## src/source/tetris_ai_pkg.sv

```systemverilog
`default_nettype none

package tetris_ai_pkg;

  // ====================
  // datapath widths
  // ====================
  localparam int FEAT_W       = 8;
  localparam int N_LAYERS     = 4;
  localparam int N_ACT        = 4;
  localparam int ACC_W        = 14;
  localparam int WEIGHT_SHIFT = 2;

  // board score weights, scaled by SCORE_DIV
  localparam int W_LINES   = 76;
  localparam int W_HEIGHT  = 50;
  localparam int W_HOLES   = 36;
  localparam int W_BUMP    = 18;
  localparam int SCORE_DIV = 100;

  // game fsm codes seen from outside
  typedef enum logic [3:0] {
    GS_INIT     = 4'd0,
    GS_RUN      = 4'd1,
    GS_GAMEOVER = 4'd8,
    GS_RESTART  = 4'd9
  } game_state_t;

  typedef enum logic [1:0] {
    MODE_IDLE,
    MODE_HUMAN,
    MODE_AI
  } play_mode_t;

  typedef enum logic [2:0] {
    SEQ_IDLE,
    SEQ_LAYER0,
    SEQ_LAYER1,
    SEQ_LAYER2,
    SEQ_LAYER3,
    SEQ_DONE
  } seq_state_t;

endpackage

`default_nettype wire

```

## src/source/play_mode_arbiter.sv

```systemverilog
`timescale 1ns/10ps
`default_nettype none

module play_mode_arbiter
  import tetris_ai_pkg::*;
(
  input  wire logic        clk_25m,
  input  wire logic        rst,
  input  wire game_state_t gamestate_i,
  input  wire logic        start_ai_i,
  input  wire logic        start_human_i,
  input  wire logic        btn_right_i,
  input  wire logic        btn_left_i,
  input  wire logic        btn_rot_r_i,
  input  wire logic        btn_rot_l_i,
  input  wire logic        btn_fast_i,
  input  wire logic        ai_right_i,
  input  wire logic        ai_left_i,
  input  wire logic        ai_rotate_i,
  output logic             move_right_o,
  output logic             move_left_o,
  output logic             rot_r_o,
  output logic             rot_l_o,
  output logic             speed_up_o,
  output play_mode_t       play_mode_o
);

  play_mode_t mode_q;
  play_mode_t mode_d;

  // mode register
  always_ff @(posedge clk_25m or posedge rst) begin
    if (rst) begin
      mode_q <= MODE_IDLE;
    end else begin
      mode_q <= mode_d;
    end
  end

  assign play_mode_o = mode_q;

  // ====================
  // next mode and movement mux
  // ====================
  always_comb begin
    mode_d       = mode_q;
    move_right_o = 1'b0;
    move_left_o  = 1'b0;
    rot_r_o      = 1'b0;
    rot_l_o      = 1'b0;
    speed_up_o   = 1'b0;
    case (mode_q)
      MODE_IDLE: begin
        // right button kept alive so the game can leave gameover
        move_right_o = btn_right_i;
        if (gamestate_i == GS_INIT || gamestate_i == GS_RESTART) begin
          // ai has priority over human start
          if (start_ai_i) begin
            mode_d = MODE_AI;
          end else if (start_human_i) begin
            mode_d = MODE_HUMAN;
          end
        end
      end
      MODE_HUMAN: begin
        if (gamestate_i == GS_GAMEOVER) begin
          mode_d = MODE_IDLE;
        end else begin
          move_right_o = btn_right_i;
          move_left_o  = btn_left_i;
          rot_r_o      = btn_rot_r_i;
          rot_l_o      = btn_rot_l_i;
          speed_up_o   = btn_fast_i;
        end
      end
      MODE_AI: begin
        if (gamestate_i == GS_GAMEOVER) begin
          mode_d = MODE_IDLE;
        end else begin
          // engine only rotates one way, always drops fast
          move_right_o = ai_right_i;
          move_left_o  = ai_left_i;
          rot_r_o      = ai_rotate_i;
          speed_up_o   = 1'b1;
        end
      end
      default: begin
        mode_d = MODE_IDLE;
      end
    endcase
  end

endmodule

`default_nettype wire

```

## src/source/feature_scorer.sv

```systemverilog
`timescale 1ns/10ps
`default_nettype none

module feature_scorer
  import tetris_ai_pkg::*;
(
  input  wire logic              clk_25m,
  input  wire logic              rst,
  input  wire logic              extract_ready_i,
  input  wire logic [FEAT_W-1:0] lines_cleared_i,
  input  wire logic [FEAT_W-1:0] holes_i,
  input  wire logic [FEAT_W-1:0] bumpiness_i,
  input  wire logic [FEAT_W-1:0] height_sum_i,
  output logic      [FEAT_W-1:0] score_o,
  output logic                   score_valid_o
);

  // 255 * 180 needs 16 bits, one spare
  localparam int SUM_W = 17;

  logic [SUM_W-1:0] weighted_sum;
  logic [SUM_W-1:0] score_full;

  // weighted feature sum
  assign weighted_sum = SUM_W'(lines_cleared_i * W_LINES)
                      + SUM_W'(height_sum_i * W_HEIGHT)
                      + SUM_W'(holes_i * W_HOLES)
                      + SUM_W'(bumpiness_i * W_BUMP);

  // integer divide back to unit scale
  assign score_full = weighted_sum / SUM_W'(SCORE_DIV);

  // score capture, held until next strobe
  always_ff @(posedge clk_25m) begin
    if (extract_ready_i) begin
      // only low byte goes on
      score_o <= score_full[FEAT_W-1:0];
    end
  end

  // valid pulse one cycle after strobe
  always_ff @(posedge clk_25m or posedge rst) begin
    if (rst) begin
      score_valid_o <= 1'b0;
    end else begin
      score_valid_o <= extract_ready_i;
    end
  end

endmodule

`default_nettype wire

```

## src/source/layer_sequencer.sv

```systemverilog
`timescale 1ns/10ps
`default_nettype none

module layer_sequencer
  import tetris_ai_pkg::*;
#(
  parameter int N_ACT    = 4,
  parameter int N_LAYERS = 4
) (
  input  wire logic                          clk_25m,
  input  wire logic                          rst,
  input  wire logic [FEAT_W-1:0]             score_i,
  input  wire logic                          score_valid_i,
  input  wire logic [N_ACT*FEAT_W-1:0]       res_i,
  input  wire logic                          mac_done_i,
  output logic                               mac_start_o,
  output logic      [$clog2(N_LAYERS)-1:0]   layer_sel_o,
  output logic                               act_valid_o,
  output logic      [FEAT_W-1:0]             act_o,
  output logic                               eval_busy_o,
  output logic                               eval_done_o,
  output logic      [N_ACT*FEAT_W-1:0]       eval_result_o
);

  localparam int CNT_W = $clog2(N_ACT);
  localparam int SEL_W = $clog2(N_LAYERS);

  seq_state_t       state_q;
  seq_state_t       state_d;
  logic             start_d;
  logic [CNT_W-1:0] in_cnt_q;
  logic             last_in;
  // activations for the layer being run
  logic [FEAT_W-1:0] act_q [N_ACT];

  // ====================
  // layer fsm
  // ====================
  always_comb begin
    state_d = state_q;
    start_d = 1'b0;
    case (state_q)
      SEQ_IDLE: begin
        if (score_valid_i) begin
          state_d = SEQ_LAYER0;
          start_d = 1'b1;
        end
      end
      SEQ_LAYER0: begin
        if (mac_done_i) begin
          state_d = SEQ_LAYER1;
          start_d = 1'b1;
        end
      end
      SEQ_LAYER1: begin
        if (mac_done_i) begin
          state_d = SEQ_LAYER2;
          start_d = 1'b1;
        end
      end
      SEQ_LAYER2: begin
        if (mac_done_i) begin
          state_d = SEQ_LAYER3;
          start_d = 1'b1;
        end
      end
      SEQ_LAYER3: begin
        // last layer, no further mac start
        if (mac_done_i) begin
          state_d = SEQ_DONE;
        end
      end
      SEQ_DONE: begin
        state_d = SEQ_IDLE;
      end
      default: begin
        state_d = SEQ_IDLE;
      end
    endcase
  end

  // layer number for the weight rule
  always_comb begin
    case (state_q)
      SEQ_LAYER1: layer_sel_o = SEL_W'(1);
      SEQ_LAYER2: layer_sel_o = SEL_W'(2);
      SEQ_LAYER3: layer_sel_o = SEL_W'(3);
      default:    layer_sel_o = '0;
    endcase
  end

  assign last_in     = act_valid_o && (in_cnt_q == CNT_W'(N_ACT - 1));
  assign act_o       = act_q[in_cnt_q];
  assign eval_busy_o = (state_q != SEQ_IDLE) && (state_q != SEQ_DONE);
  assign eval_done_o = (state_q == SEQ_DONE);

  // ====================
  // state, start pulse, streaming
  // ====================
  always_ff @(posedge clk_25m or posedge rst) begin
    if (rst) begin
      state_q     <= SEQ_IDLE;
      mac_start_o <= 1'b0;
      act_valid_o <= 1'b0;
      in_cnt_q    <= '0;
    end else begin
      state_q     <= state_d;
      mac_start_o <= start_d;
      // stream starts the cycle after mac start
      if (mac_start_o) begin
        act_valid_o <= 1'b1;
        in_cnt_q    <= '0;
      end else if (act_valid_o) begin
        in_cnt_q <= in_cnt_q + 1'b1;
        if (last_in) begin
          act_valid_o <= 1'b0;
        end
      end
    end
  end

  // activation and result storage
  always_ff @(posedge clk_25m) begin
    if (state_q == SEQ_IDLE && score_valid_i) begin
      // layer 0 sees the score on every input
      for (int i = 0; i < N_ACT; i++) begin
        act_q[i] <= score_i;
      end
    end else if (mac_done_i) begin
      for (int i = 0; i < N_ACT; i++) begin
        act_q[i] <= res_i[i*FEAT_W +: FEAT_W];
      end
    end
    if (state_q == SEQ_LAYER3 && mac_done_i) begin
      eval_result_o <= res_i;
    end
  end

endmodule

`default_nettype wire

```

## src/source/mac_array.sv

```systemverilog
`timescale 1ns/10ps
`default_nettype none

module mac_array
  import tetris_ai_pkg::*;
#(
  parameter int N_ACT    = 4,
  parameter int N_LAYERS = 4
) (
  input  wire logic                        clk_25m,
  input  wire logic                        rst,
  input  wire logic                        mac_start_i,
  input  wire logic [$clog2(N_LAYERS)-1:0] layer_sel_i,
  input  wire logic                        act_valid_i,
  input  wire logic [FEAT_W-1:0]           act_i,
  output logic      [N_ACT*FEAT_W-1:0]     res_o,
  output logic                             mac_done_o
);

  localparam int IDX_W = $clog2(N_ACT);
  localparam int SEL_W = $clog2(N_LAYERS);
  // weights run 1..4
  localparam int WGT_W = 3;

  logic [ACC_W-1:0]  acc_q   [N_ACT];
  logic [ACC_W-1:0]  acc_d   [N_ACT];
  logic [FEAT_W-1:0] trunc_d [N_ACT];
  logic [IDX_W-1:0]  idx_q;
  logic              last_act;

  // w(l,i,j) = ((l + i + 2j) mod 4) + 1
  function automatic logic [WGT_W-1:0] rule_weight(input logic [SEL_W-1:0] layer,
                                                   input logic [IDX_W-1:0] idx,
                                                   input int col);
    int sum;
    sum = int'(layer) + int'(idx) + 2 * col;
    return WGT_W'((sum % 4) + 1);
  endfunction

  // ====================
  // per-output multiply-add
  // ====================
  always_comb begin
    logic [ACC_W-1:0] prod;
    logic [ACC_W-1:0] shifted;
    for (int j = 0; j < N_ACT; j++) begin
      prod       = ACC_W'(act_i) * ACC_W'(rule_weight(layer_sel_i, idx_q, j));
      acc_d[j]   = acc_q[j] + prod;
      // scale down, keep low byte
      shifted    = acc_d[j] >> WEIGHT_SHIFT;
      trunc_d[j] = shifted[FEAT_W-1:0];
    end
  end

  assign last_act = act_valid_i && !mac_start_i && (idx_q == IDX_W'(N_ACT - 1));

  // input index and done pulse
  always_ff @(posedge clk_25m or posedge rst) begin
    if (rst) begin
      idx_q      <= '0;
      mac_done_o <= 1'b0;
    end else begin
      mac_done_o <= last_act;
      if (mac_start_i) begin
        idx_q <= '0;
      end else if (act_valid_i) begin
        idx_q <= idx_q + 1'b1;
      end
    end
  end

  // accumulators, cleared by start
  always_ff @(posedge clk_25m) begin
    if (mac_start_i) begin
      for (int j = 0; j < N_ACT; j++) begin
        acc_q[j] <= '0;
      end
    end else if (act_valid_i) begin
      for (int j = 0; j < N_ACT; j++) begin
        acc_q[j] <= acc_d[j];
      end
    end
    // final sums land with the done pulse
    if (last_act) begin
      for (int j = 0; j < N_ACT; j++) begin
        res_o[j*FEAT_W +: FEAT_W] <= trunc_d[j];
      end
    end
  end

endmodule

`default_nettype wire

```

## src/source/tetris_ai_top.sv

```systemverilog
`timescale 1ns/10ps
`default_nettype none

module tetris_ai_top
  import tetris_ai_pkg::*;
(
  input  wire logic              clk_25m,
  input  wire logic              rst,
  input  wire game_state_t       gamestate_i,
  input  wire logic              start_ai_i,
  input  wire logic              start_human_i,
  input  wire logic              btn_right_i,
  input  wire logic              btn_left_i,
  input  wire logic              btn_rot_r_i,
  input  wire logic              btn_rot_l_i,
  input  wire logic              btn_fast_i,
  input  wire logic              ai_right_i,
  input  wire logic              ai_left_i,
  input  wire logic              ai_rotate_i,
  output logic                   move_right_o,
  output logic                   move_left_o,
  output logic                   rot_r_o,
  output logic                   rot_l_o,
  output logic                   speed_up_o,
  output play_mode_t             play_mode_o,
  input  wire logic              extract_ready_i,
  input  wire logic [FEAT_W-1:0] lines_cleared_i,
  input  wire logic [FEAT_W-1:0] holes_i,
  input  wire logic [FEAT_W-1:0] bumpiness_i,
  input  wire logic [FEAT_W-1:0] height_sum_i,
  output logic                   eval_busy_o,
  output logic                   eval_done_o,
  output logic [N_ACT*FEAT_W-1:0] eval_result_o
);

  // score path
  logic [FEAT_W-1:0] score;
  logic              score_valid;
  // sequencer and mac handshake
  logic                        mac_start;
  logic [$clog2(N_LAYERS)-1:0] layer_sel;
  logic                        act_valid;
  logic [FEAT_W-1:0]           act;
  logic [N_ACT*FEAT_W-1:0]     res;
  logic                        mac_done;

  // ====================
  // play mode control
  // ====================
  play_mode_arbiter u_arbiter (
    .clk_25m       (clk_25m),
    .rst           (rst),
    .gamestate_i   (gamestate_i),
    .start_ai_i    (start_ai_i),
    .start_human_i (start_human_i),
    .btn_right_i   (btn_right_i),
    .btn_left_i    (btn_left_i),
    .btn_rot_r_i   (btn_rot_r_i),
    .btn_rot_l_i   (btn_rot_l_i),
    .btn_fast_i    (btn_fast_i),
    .ai_right_i    (ai_right_i),
    .ai_left_i     (ai_left_i),
    .ai_rotate_i   (ai_rotate_i),
    .move_right_o  (move_right_o),
    .move_left_o   (move_left_o),
    .rot_r_o       (rot_r_o),
    .rot_l_o       (rot_l_o),
    .speed_up_o    (speed_up_o),
    .play_mode_o   (play_mode_o)
  );

  // ====================
  // board evaluation chain
  // ====================
  feature_scorer u_scorer (
    .clk_25m         (clk_25m),
    .rst             (rst),
    .extract_ready_i (extract_ready_i),
    .lines_cleared_i (lines_cleared_i),
    .holes_i         (holes_i),
    .bumpiness_i     (bumpiness_i),
    .height_sum_i    (height_sum_i),
    .score_o         (score),
    .score_valid_o   (score_valid)
  );

  layer_sequencer #(
    .N_ACT    (N_ACT),
    .N_LAYERS (N_LAYERS)
  ) u_sequencer (
    .clk_25m       (clk_25m),
    .rst           (rst),
    .score_i       (score),
    .score_valid_i (score_valid),
    .res_i         (res),
    .mac_done_i    (mac_done),
    .mac_start_o   (mac_start),
    .layer_sel_o   (layer_sel),
    .act_valid_o   (act_valid),
    .act_o         (act),
    .eval_busy_o   (eval_busy_o),
    .eval_done_o   (eval_done_o),
    .eval_result_o (eval_result_o)
  );

  mac_array #(
    .N_ACT    (N_ACT),
    .N_LAYERS (N_LAYERS)
  ) u_mac (
    .clk_25m     (clk_25m),
    .rst         (rst),
    .mac_start_i (mac_start),
    .layer_sel_i (layer_sel),
    .act_valid_i (act_valid),
    .act_i       (act),
    .res_o       (res),
    .mac_done_o  (mac_done)
  );

endmodule

`default_nettype wire

```

## config.mk

```make
export PLATFORM = sky130hd
export DESIGN_NAME = tetris_ai_top
export DESIGN_NICKNAME = d
export VERILOG_FILES = /design/src/source/tetris_ai_pkg.sv /design/src/source/play_mode_arbiter.sv /design/src/source/feature_scorer.sv /design/src/source/layer_sequencer.sv /design/src/source/mac_array.sv /design/src/source/tetris_ai_top.sv
export SDC_FILE = /design/constraint.sdc
export NUM_CORES = 1
export LEC_CHECK = 0
export ABC_CLOCK_PERIOD_IN_PS = 5700
export BUFFER_PORTS_ARGS = -buffer_cell sky130_fd_sc_hd__buf_2
export CELL_PAD_IN_SITES_DETAIL_PLACEMENT = 0
export CELL_PAD_IN_SITES_GLOBAL_PLACEMENT = 1
export CORE_MARGIN = 3
export CORE_UTILIZATION = 45
export DETAILED_ROUTE_END_ITERATION = 8
export PLACE_DENSITY = 0.77
export SYNTH_ARGS = -nofsm -noshare
export SYNTH_HDL_FRONTEND = slang
export SYNTH_SLANG_ARGS = --single-unit
```

## constraint.sdc

```tcl
create_clock -name clk_25m -period 5.7 [get_ports clk_25m]
set_input_delay 1.14 -clock clk_25m [delete_from_list [all_inputs] [get_ports clk_25m]]
set_output_delay 1.14 -clock clk_25m [all_outputs]
set_load 0.02 [all_outputs]
```

==> results of run 1 <==
## repair_timing
item                                   in CTS  in global routing
gates resized for setup                    82                111
pin swaps                                  61                 78
cloned                                      0                  1
setup endpoints to repair                   8                  8
endpoints found under the hold margin       0                  0
setup buffers                              32                 16
## worst reg2reg max path: cells and delay by family (launching register included)
| family | cells | cell delay (ns) |
|---|---|---|
| adders and majority gates | 5 | 2.16 |
| buffers and inverters | 1 | 0.06 |
| AOI/OAI and AO/OA | 6 | 1.08 |
| and+or+nand+nor | 3 | 0.38 |
| xor gates and xnor gates | 4 | 0.76 |
| DFF | 1 | 0.49 |
## final timing paths
| kind | slack, ns | startpoint | cells after the start | end |
|---|---|---|---|---|
| max in group asynchronous | 4.64 | rst | 2 | u_mac.idx_q[0] |
| worst max register to register | 0.49 | u_sequencer.state_q[2] | 19 | u_mac.acc_q[2][9] |
| min in group asynchronous | 0.73 | rst | 2 | u_sequencer.state_q[0] |
| worst max-delay path | -5.11 | height_sum_i[1] | 48 | u_scorer.score_o[0] |
| worst min-delay path | 0.46 | u_mac.res_o[25] | 0 | u_sequencer.eval_result_o[25] |
| worst min register to register | 0.46 | u_mac.res_o[25] | 0 | u_sequencer.eval_result_o[25] |
## registers in the layout (all words and copies together) (netlist names)
name,count
u_sequencer.eval_result_o,32
u_mac.idx_q,2
u_sequencer.act_q,32
u_mac.acc_q,40
u_sequencer.in_cnt_q,2
u_scorer.score_o,8
u_arbiter.play_mode_o,2
u_sequencer.mac_start_o,1
u_mac.mac_done_o,1
u_sequencer.state_q,3
u_sequencer.act_valid_o,1
u_scorer.score_valid_o,1
u_mac.res_o,32
## final cells by class
cell class / count / area share, %
Clock inverter: 15 / 0.723
Tap cell: 396 / 2.55
Multi-Input combinational cell: 1038 / 51.2
Inverter: 160 / 3.10
Clock buffer: 17 / 2.19
Timing Repair Buffer: 439 / 16.3
Sequential cell: 157 / 24.0
## placed cells by master (no fill, tap or decap), types with 49 or more instances in the layout
| cell type | n |
|---|---|
| nand2_1 | 82 |
| and2_1 | 49 |
| fa_1 | 65 |
| o21ai_0 | 57 |
| nor2_1 | 50 |
| ha_1 | 132 |
| inv_1 | 155 |
| xnor2_1 | 72 |
| edfxtp_1 | 144 |
| buf_2 | 86 |
| buf_4 | 333 |
| a21oi_1 | 64 |
## cell usage after synthesis (10+ instances only)
master	instances
a21o_1	29
a21oi_1	86
a31oi_1	12
and2_1	55
and3_1	10
clkbuf_1	23
dfrtp_1	13
edfxtp_1	144
fa_1	66
ha_1	148
inv_1	159
mux2i_1	13
nand2_1	86
nand2b_1	21
nand3_1	24
nand4_1	10
nor2_1	59
nor2b_1	13
nor3_1	17
o211ai_1	12
o21ai_0	67
o21bai_1	27
xnor2_1	73
xor2_1	27
## cell families (layout without fill, tap and decap cells)
family / after synthesis / count (layout) / synth area share [%]
flops: 157 / 157 / 32.5
buf+inv: 197 / 631 / 5.51
mux: 26 / 26 / 2.67
simple gates: 329 / 330 / 11.7
compound gates: 360 / 360 / 18.5
fa+ha+maj: 217 / 217 / 22.4
xor+xnor: 105 / 105 / 6.69
## per-layer routing
| layer | share of wire [%] | GRT usage [%] |
|---|---|---|
| met4 | 2.2 | 6.23 |
| met1 | 41 | 26.5 |
| met5 | 0 | 0 |
| met3 | 2.5 | 1.60 |
| met2 | 54 | 42.2 |
## through the flow
step,utilization [%],TNS [ns]
after floorplan,-,-29.79
after global placement,56.6,-33.49
after detailed placement,56.6,-34.55
after CTS,60.4,-29.20
after global routing,62.6,-32.41
final,62.6,-29.17
==> impl_results.md, run 1 <==
* DIE HEIGHT at approximately 180 µm
* Clock slew at reported path FFs at about 0.06 ns
* Pre-CTS WS at -5.95 ns
* Synth Instances at ~1400
* Syn Area/Cell at 10.3 µm²
* Hold Slack at 0.457 ns
* Status: finished, violations left
* Hold Crit Class: reg2reg
* # setup viols final at 8
* Maxcap violations at 0
* Antenna cells at 0
* Placed cell area at between 15000 and 20000 µm²
* Crit Path Category: in2reg
* Initial antenna violation count at 0
* Clock tree root driver cell: clkbuf_16
* DRT antenna net count at 0
* Slew margin rel. at about a quarter
* RSZ-0062 raised after global routing: true
* Via count at roughly 12000
* Layout cells sized above 1 at a little under two fifths
* Synth warnings at 0
* Synthesized flop and latch total at about 160
* Post-route setup slack at -5.11 ns
* Slowest stage delay, CP at between 0.5 and 0.6 ns
* Grt ovf at 0
* Die ar. at between 30000 and 40000 µm²
* Initial Util at a little under half
* Slowest-stage cell, CP: fa_1
* Ports at 90
* Vias in the first global route at ~12000
* TritonCTS clock tree: yes
* Fin area at 19400 µm²
* Routed wire length at 37100 µm
* Yosys top cell by area: edfxtp_1
* Clk sinks at between 150 and 200
* Syn nets at 1654
* CTS Buf Count at 17
* Multi-input logic area at 9930 µm²
* DRC Markers at 0
* Largest net degree at the start of global routing at between 40 and 50
* Initial drt markers at around 670
* CP Capture Type: flip-flop
* DP HPWL at roughly 29000 µm
* Core Box Area at a little over 30000 µm²
* Yosys top cell area share at a little under a third
* Setup crit start kind: input port
* Final Wtd Congestion at 0.890
* Post-synth EDFFs at ~140
* Layout Skew at around 0.015 ns
* Final #Nets at approximately 2100
* Most used cell, CP: buf_4
* Min cycle time layout at around 11 ns
* # fillers at 2481
* Worst Path Max Fanout at 6
* CP delay by family, top: compound AO/OA/AOI/OAI gates
* Register Area at 4650 µm²
* Area contributors post-synth: edfxtp_1, ha_1, fa_1, xnor2_1, inv_1
* Area of the mapped netlist at approximately 14000 µm²
* Critical path buffers and inverters at 10
* Global-route wire length before repair at roughly 60000 µm
* Register area share after synthesis at around 33%
* Slew Limit Fails at 0
* Failing checks: setup timing
* Buffers on Ports at 89
* # hold bufs at CTS at 0
* H-Tree Depth at 4
* Async SR Flop Fraction at under 10%
* Avg WL per Cell at roughly 17 µm
* Non-filler instance count after layout at between 2000 and 2500
* Worst endpoint required time at 5.87 ns
* Predominant post-synthesis flop cell: edfxtp_1
* Fin. Hold Viols at 0
* Period Utilization, post-route at 190%
* Pre-Repair DR Iteration Count at 5
* Layout area overhead at 35.6%
* Synth cell types at 103
* DR vias/cell at about 5.4
* Worst Max-Slew Pin Slew at ~1.1 ns
* Placed Cells at 2146
* GRT Resource Usage Total at ~22%
* Max Root-Sink Buffers at 2
* Worst-skew pair later-pin latency at 0.42 ns
* Die width at between 150 and 200 µm
* Worst Path Arrival at approximately 11 ns
* Peak Freq at 92.5 MHz
* Rows at 64
Power of run 1 is not shown: default switching activity piles up to over one toggle a cycle in this logic, so the estimate is an artifact.
==> inputs of run 2 (changes only) <==
--- a/config.mk
+++ b/config.mk
@@ -10,9 +10,9 @@
 export CELL_PAD_IN_SITES_DETAIL_PLACEMENT = 0
 export CELL_PAD_IN_SITES_GLOBAL_PLACEMENT = 1
 export CORE_MARGIN = 3
-export CORE_UTILIZATION = 45
+export CORE_UTILIZATION = 50
 export DETAILED_ROUTE_END_ITERATION = 8
-export PLACE_DENSITY = 0.77
+export PLACE_DENSITY = 0.84
 export SYNTH_ARGS = -nofsm -noshare
 export SYNTH_HDL_FRONTEND = slang
 export SYNTH_SLANG_ARGS = --single-unit
==> impl_results.md, run 2 (synthesized netlist as in run 1, its figures left out) <==
* Antenna cells at 0 (unchanged)
* Maxcap violations at 0 (unchanged)
* # setup viols final at 8 (unchanged)
* Worst Path Max Fanout at 6 (unchanged)
* CP Capture Type: flip-flop
* Commonest cells after routing, fill and taps aside: buf_4, inv_1, edfxtp_1
* RSZ-0062 raised after global routing: true
* Final #Nets at 2088 (+0.58%)
* Slew Limit Fails at 0 (unchanged)
* Status: finished, violations left
* Initial Util at 51.1% (+4.9 points)
* Worst Max-Slew Pin Slew at 1.16 ns (+0.0253 ns)
* Final Wtd Congestion at 0.928 (+4.3%)
* # hold bufs at CTS at 0 (unchanged)
* Routed wire length at 38300 µm (+3.1%)
* Clock slew at reported path FFs at 0.06 ns (about the same)
* Buffers on Ports at 89 (unchanged)
* Commonest non-fill, non-tap cell in the layout: buf_4
* DIE HEIGHT at 175 µm (-5.0%)
* GRT Resource Usage Total at 24.9% (+2.9 points)
* Fin area at 19500 µm² (+0.30%)
* Vias in the first global route at 12600 (+2.0%)
* Layout cells sized above 1 at 37.0% (+0.085 points)
* Non-filler instance count after layout at 2216 (-0.27%)
* Peak Freq at 91.1 MHz (-1.5%)
* Layout Skew at 0.0120 ns (-0.00323 ns)
* Ports at 90 (unchanged)
* Crit Path Category: in2reg
* Post-route setup slack at -5.27 ns (-0.165 ns)
* CTS Buf Count at 17 (unchanged)
* Slew margin rel. at 22.8% (-1.7 points)
* Worst-skew pair later-pin latency at 0.43 ns (about the same)
* Period Utilization, post-route at 193% (+2.9 points)
* Placed cell area at 17500 µm² (-0.37%)
* Clock tree root driver cell: clkbuf_16
* Failing checks: setup timing
* Top reg by flops: u_mac.acc_q
* Multi-input logic area at 9830 µm² (-1.0%)
* Die width at 175 µm (-5.0%)
* DRC Markers at 0 (unchanged)
* Hold Slack at 0.448 ns (-0.00886 ns)
* Min cycle time layout at 10.97 ns (+0.165 ns)
* Max reg flops at 40 (unchanged)
* Max Root-Sink Buffers at 2 (unchanged)
* Slowest-stage cell, CP: fa_1
* DRT antenna net count at 0 (unchanged)
* Initial drt markers at 805 (+21%)
* DR vias/cell at 5.50 (+2.1%)
* TritonCTS clock tree: yes
* Global-route wire length before repair at 62400 µm (+3.2%)
* Setup crit start kind: input port
* Grt ovf at 0 (unchanged)
* Worst Path Arrival at 11.14 ns (+0.17 ns)
* Worst endpoint required time at 5.87 ns (about the same)
* Initial antenna violation count at 0 (unchanged)
* Avg WL per Cell at 17.3 µm (+3.4%)
* Core Box Area at 28000 µm² (-9.6%)
* DP HPWL at 28700 µm (+0.43%)
* H-Tree Depth at 4 (unchanged)
* Pre-Repair DR Iteration Count at 6 (+1)
* Placed Cells at 2119 (-1.3%)
* Most used cell, CP: buf_4
* Layout area overhead at 36.0%
* Largest net degree at the start of global routing at 42 (unchanged)
* Slowest stage delay, CP at 0.57 ns (+0.03 ns)
* # fillers at 2071 (-17%)
* Die ar. at 30700 µm² (-9.7%)
* Hold Crit Class: reg2reg
* Via count at 12200 (+1.8%)
* Clk sinks at 157 (unchanged)
* Register Area at 4650 µm² (unchanged)
* Fin. Hold Viols at 0 (unchanged)
* Rows at 61 (-4.7%)
* Pre-CTS WS at -5.99 ns (-0.0394 ns)
==> run 2: cell count changes in the layout (fill, tap and decap cells not counted), sizes merged <==
cell / change
clkbuf: -1
nor2: -1
clkinv: -3
inv: +1
buf: +14
clkinvlp: +2
==> run 2: critical path: cells and delay by family <==
family	cells	cell delay, ns
fa+ha+maj	7	2.03
compound gates	22	4.99
xor+xnor	4	0.89
mux	1	0.19
simple gates	7	1.11
buf+inv	5	0.75
==> run 2: through the flow <==
step	util, %	TNS [ns]
floorplan	-	-29.79
global placement	62.4	-35.09
detailed placement	62.4	-35.31
CTS	67.2	-29.24
global route	69.5	-33.69
finish	69.5	-30.55
==> run 2: repair_timing <==
| item | CTS | global route |
|---|---|---|
| pin swaps | 79 | 76 |
| setup endpoints to repair | 8 | 8 |
| gates resized for setup | 106 | 85 |
| setup buffers | 38 | 32 |
| endpoints found under the hold margin | 0 | 0 |
==> run 2: routing by layer <==
metal	share of wire [%]	GRT usage, %	vias to the layer above
met5	0	0	-
met4	3.3	8.88	0
met3	3.0	1.96	90
met2	54	47.2	299
met1	40	29.3	5936
li1	-	-	5863
==> run 2: area by class of cell <==
class | instances | share of cell area, %
clock buffers | 17 | 2.19
clock inverters | 15 | 0.701
inverters | 160 | 3.11
multi-input cells | 1037 | 50.5
flip-flops and latches | 157 | 23.9
well taps | 378 | 2.43
repair buffers | 452 | 17.2
==> run 2: final timing paths <==
| check | slack, ns | from | cells past startpoint | end |
|---|---|---|---|---|
| worst max-delay path | -5.27 | height_sum_i[1] | 46 | u_scorer.score_o[0] |
| max in group asynchronous | 4.61 | rst | 2 | u_mac.idx_q[1] |
| worst min register to register | 0.45 | u_mac.res_o[12] | 0 | u_sequencer.eval_result_o[12] |
| worst max register to register | 0.41 | u_sequencer.state_q[2] | 19 | u_mac.acc_q[2][9] |
| min in group asynchronous | 0.74 | rst | 2 | u_arbiter.play_mode_o[1] |
| worst min-delay path | 0.45 | u_mac.res_o[12] | 0 | u_sequencer.eval_result_o[12] |
Power of run 2 is left out for the same reason.
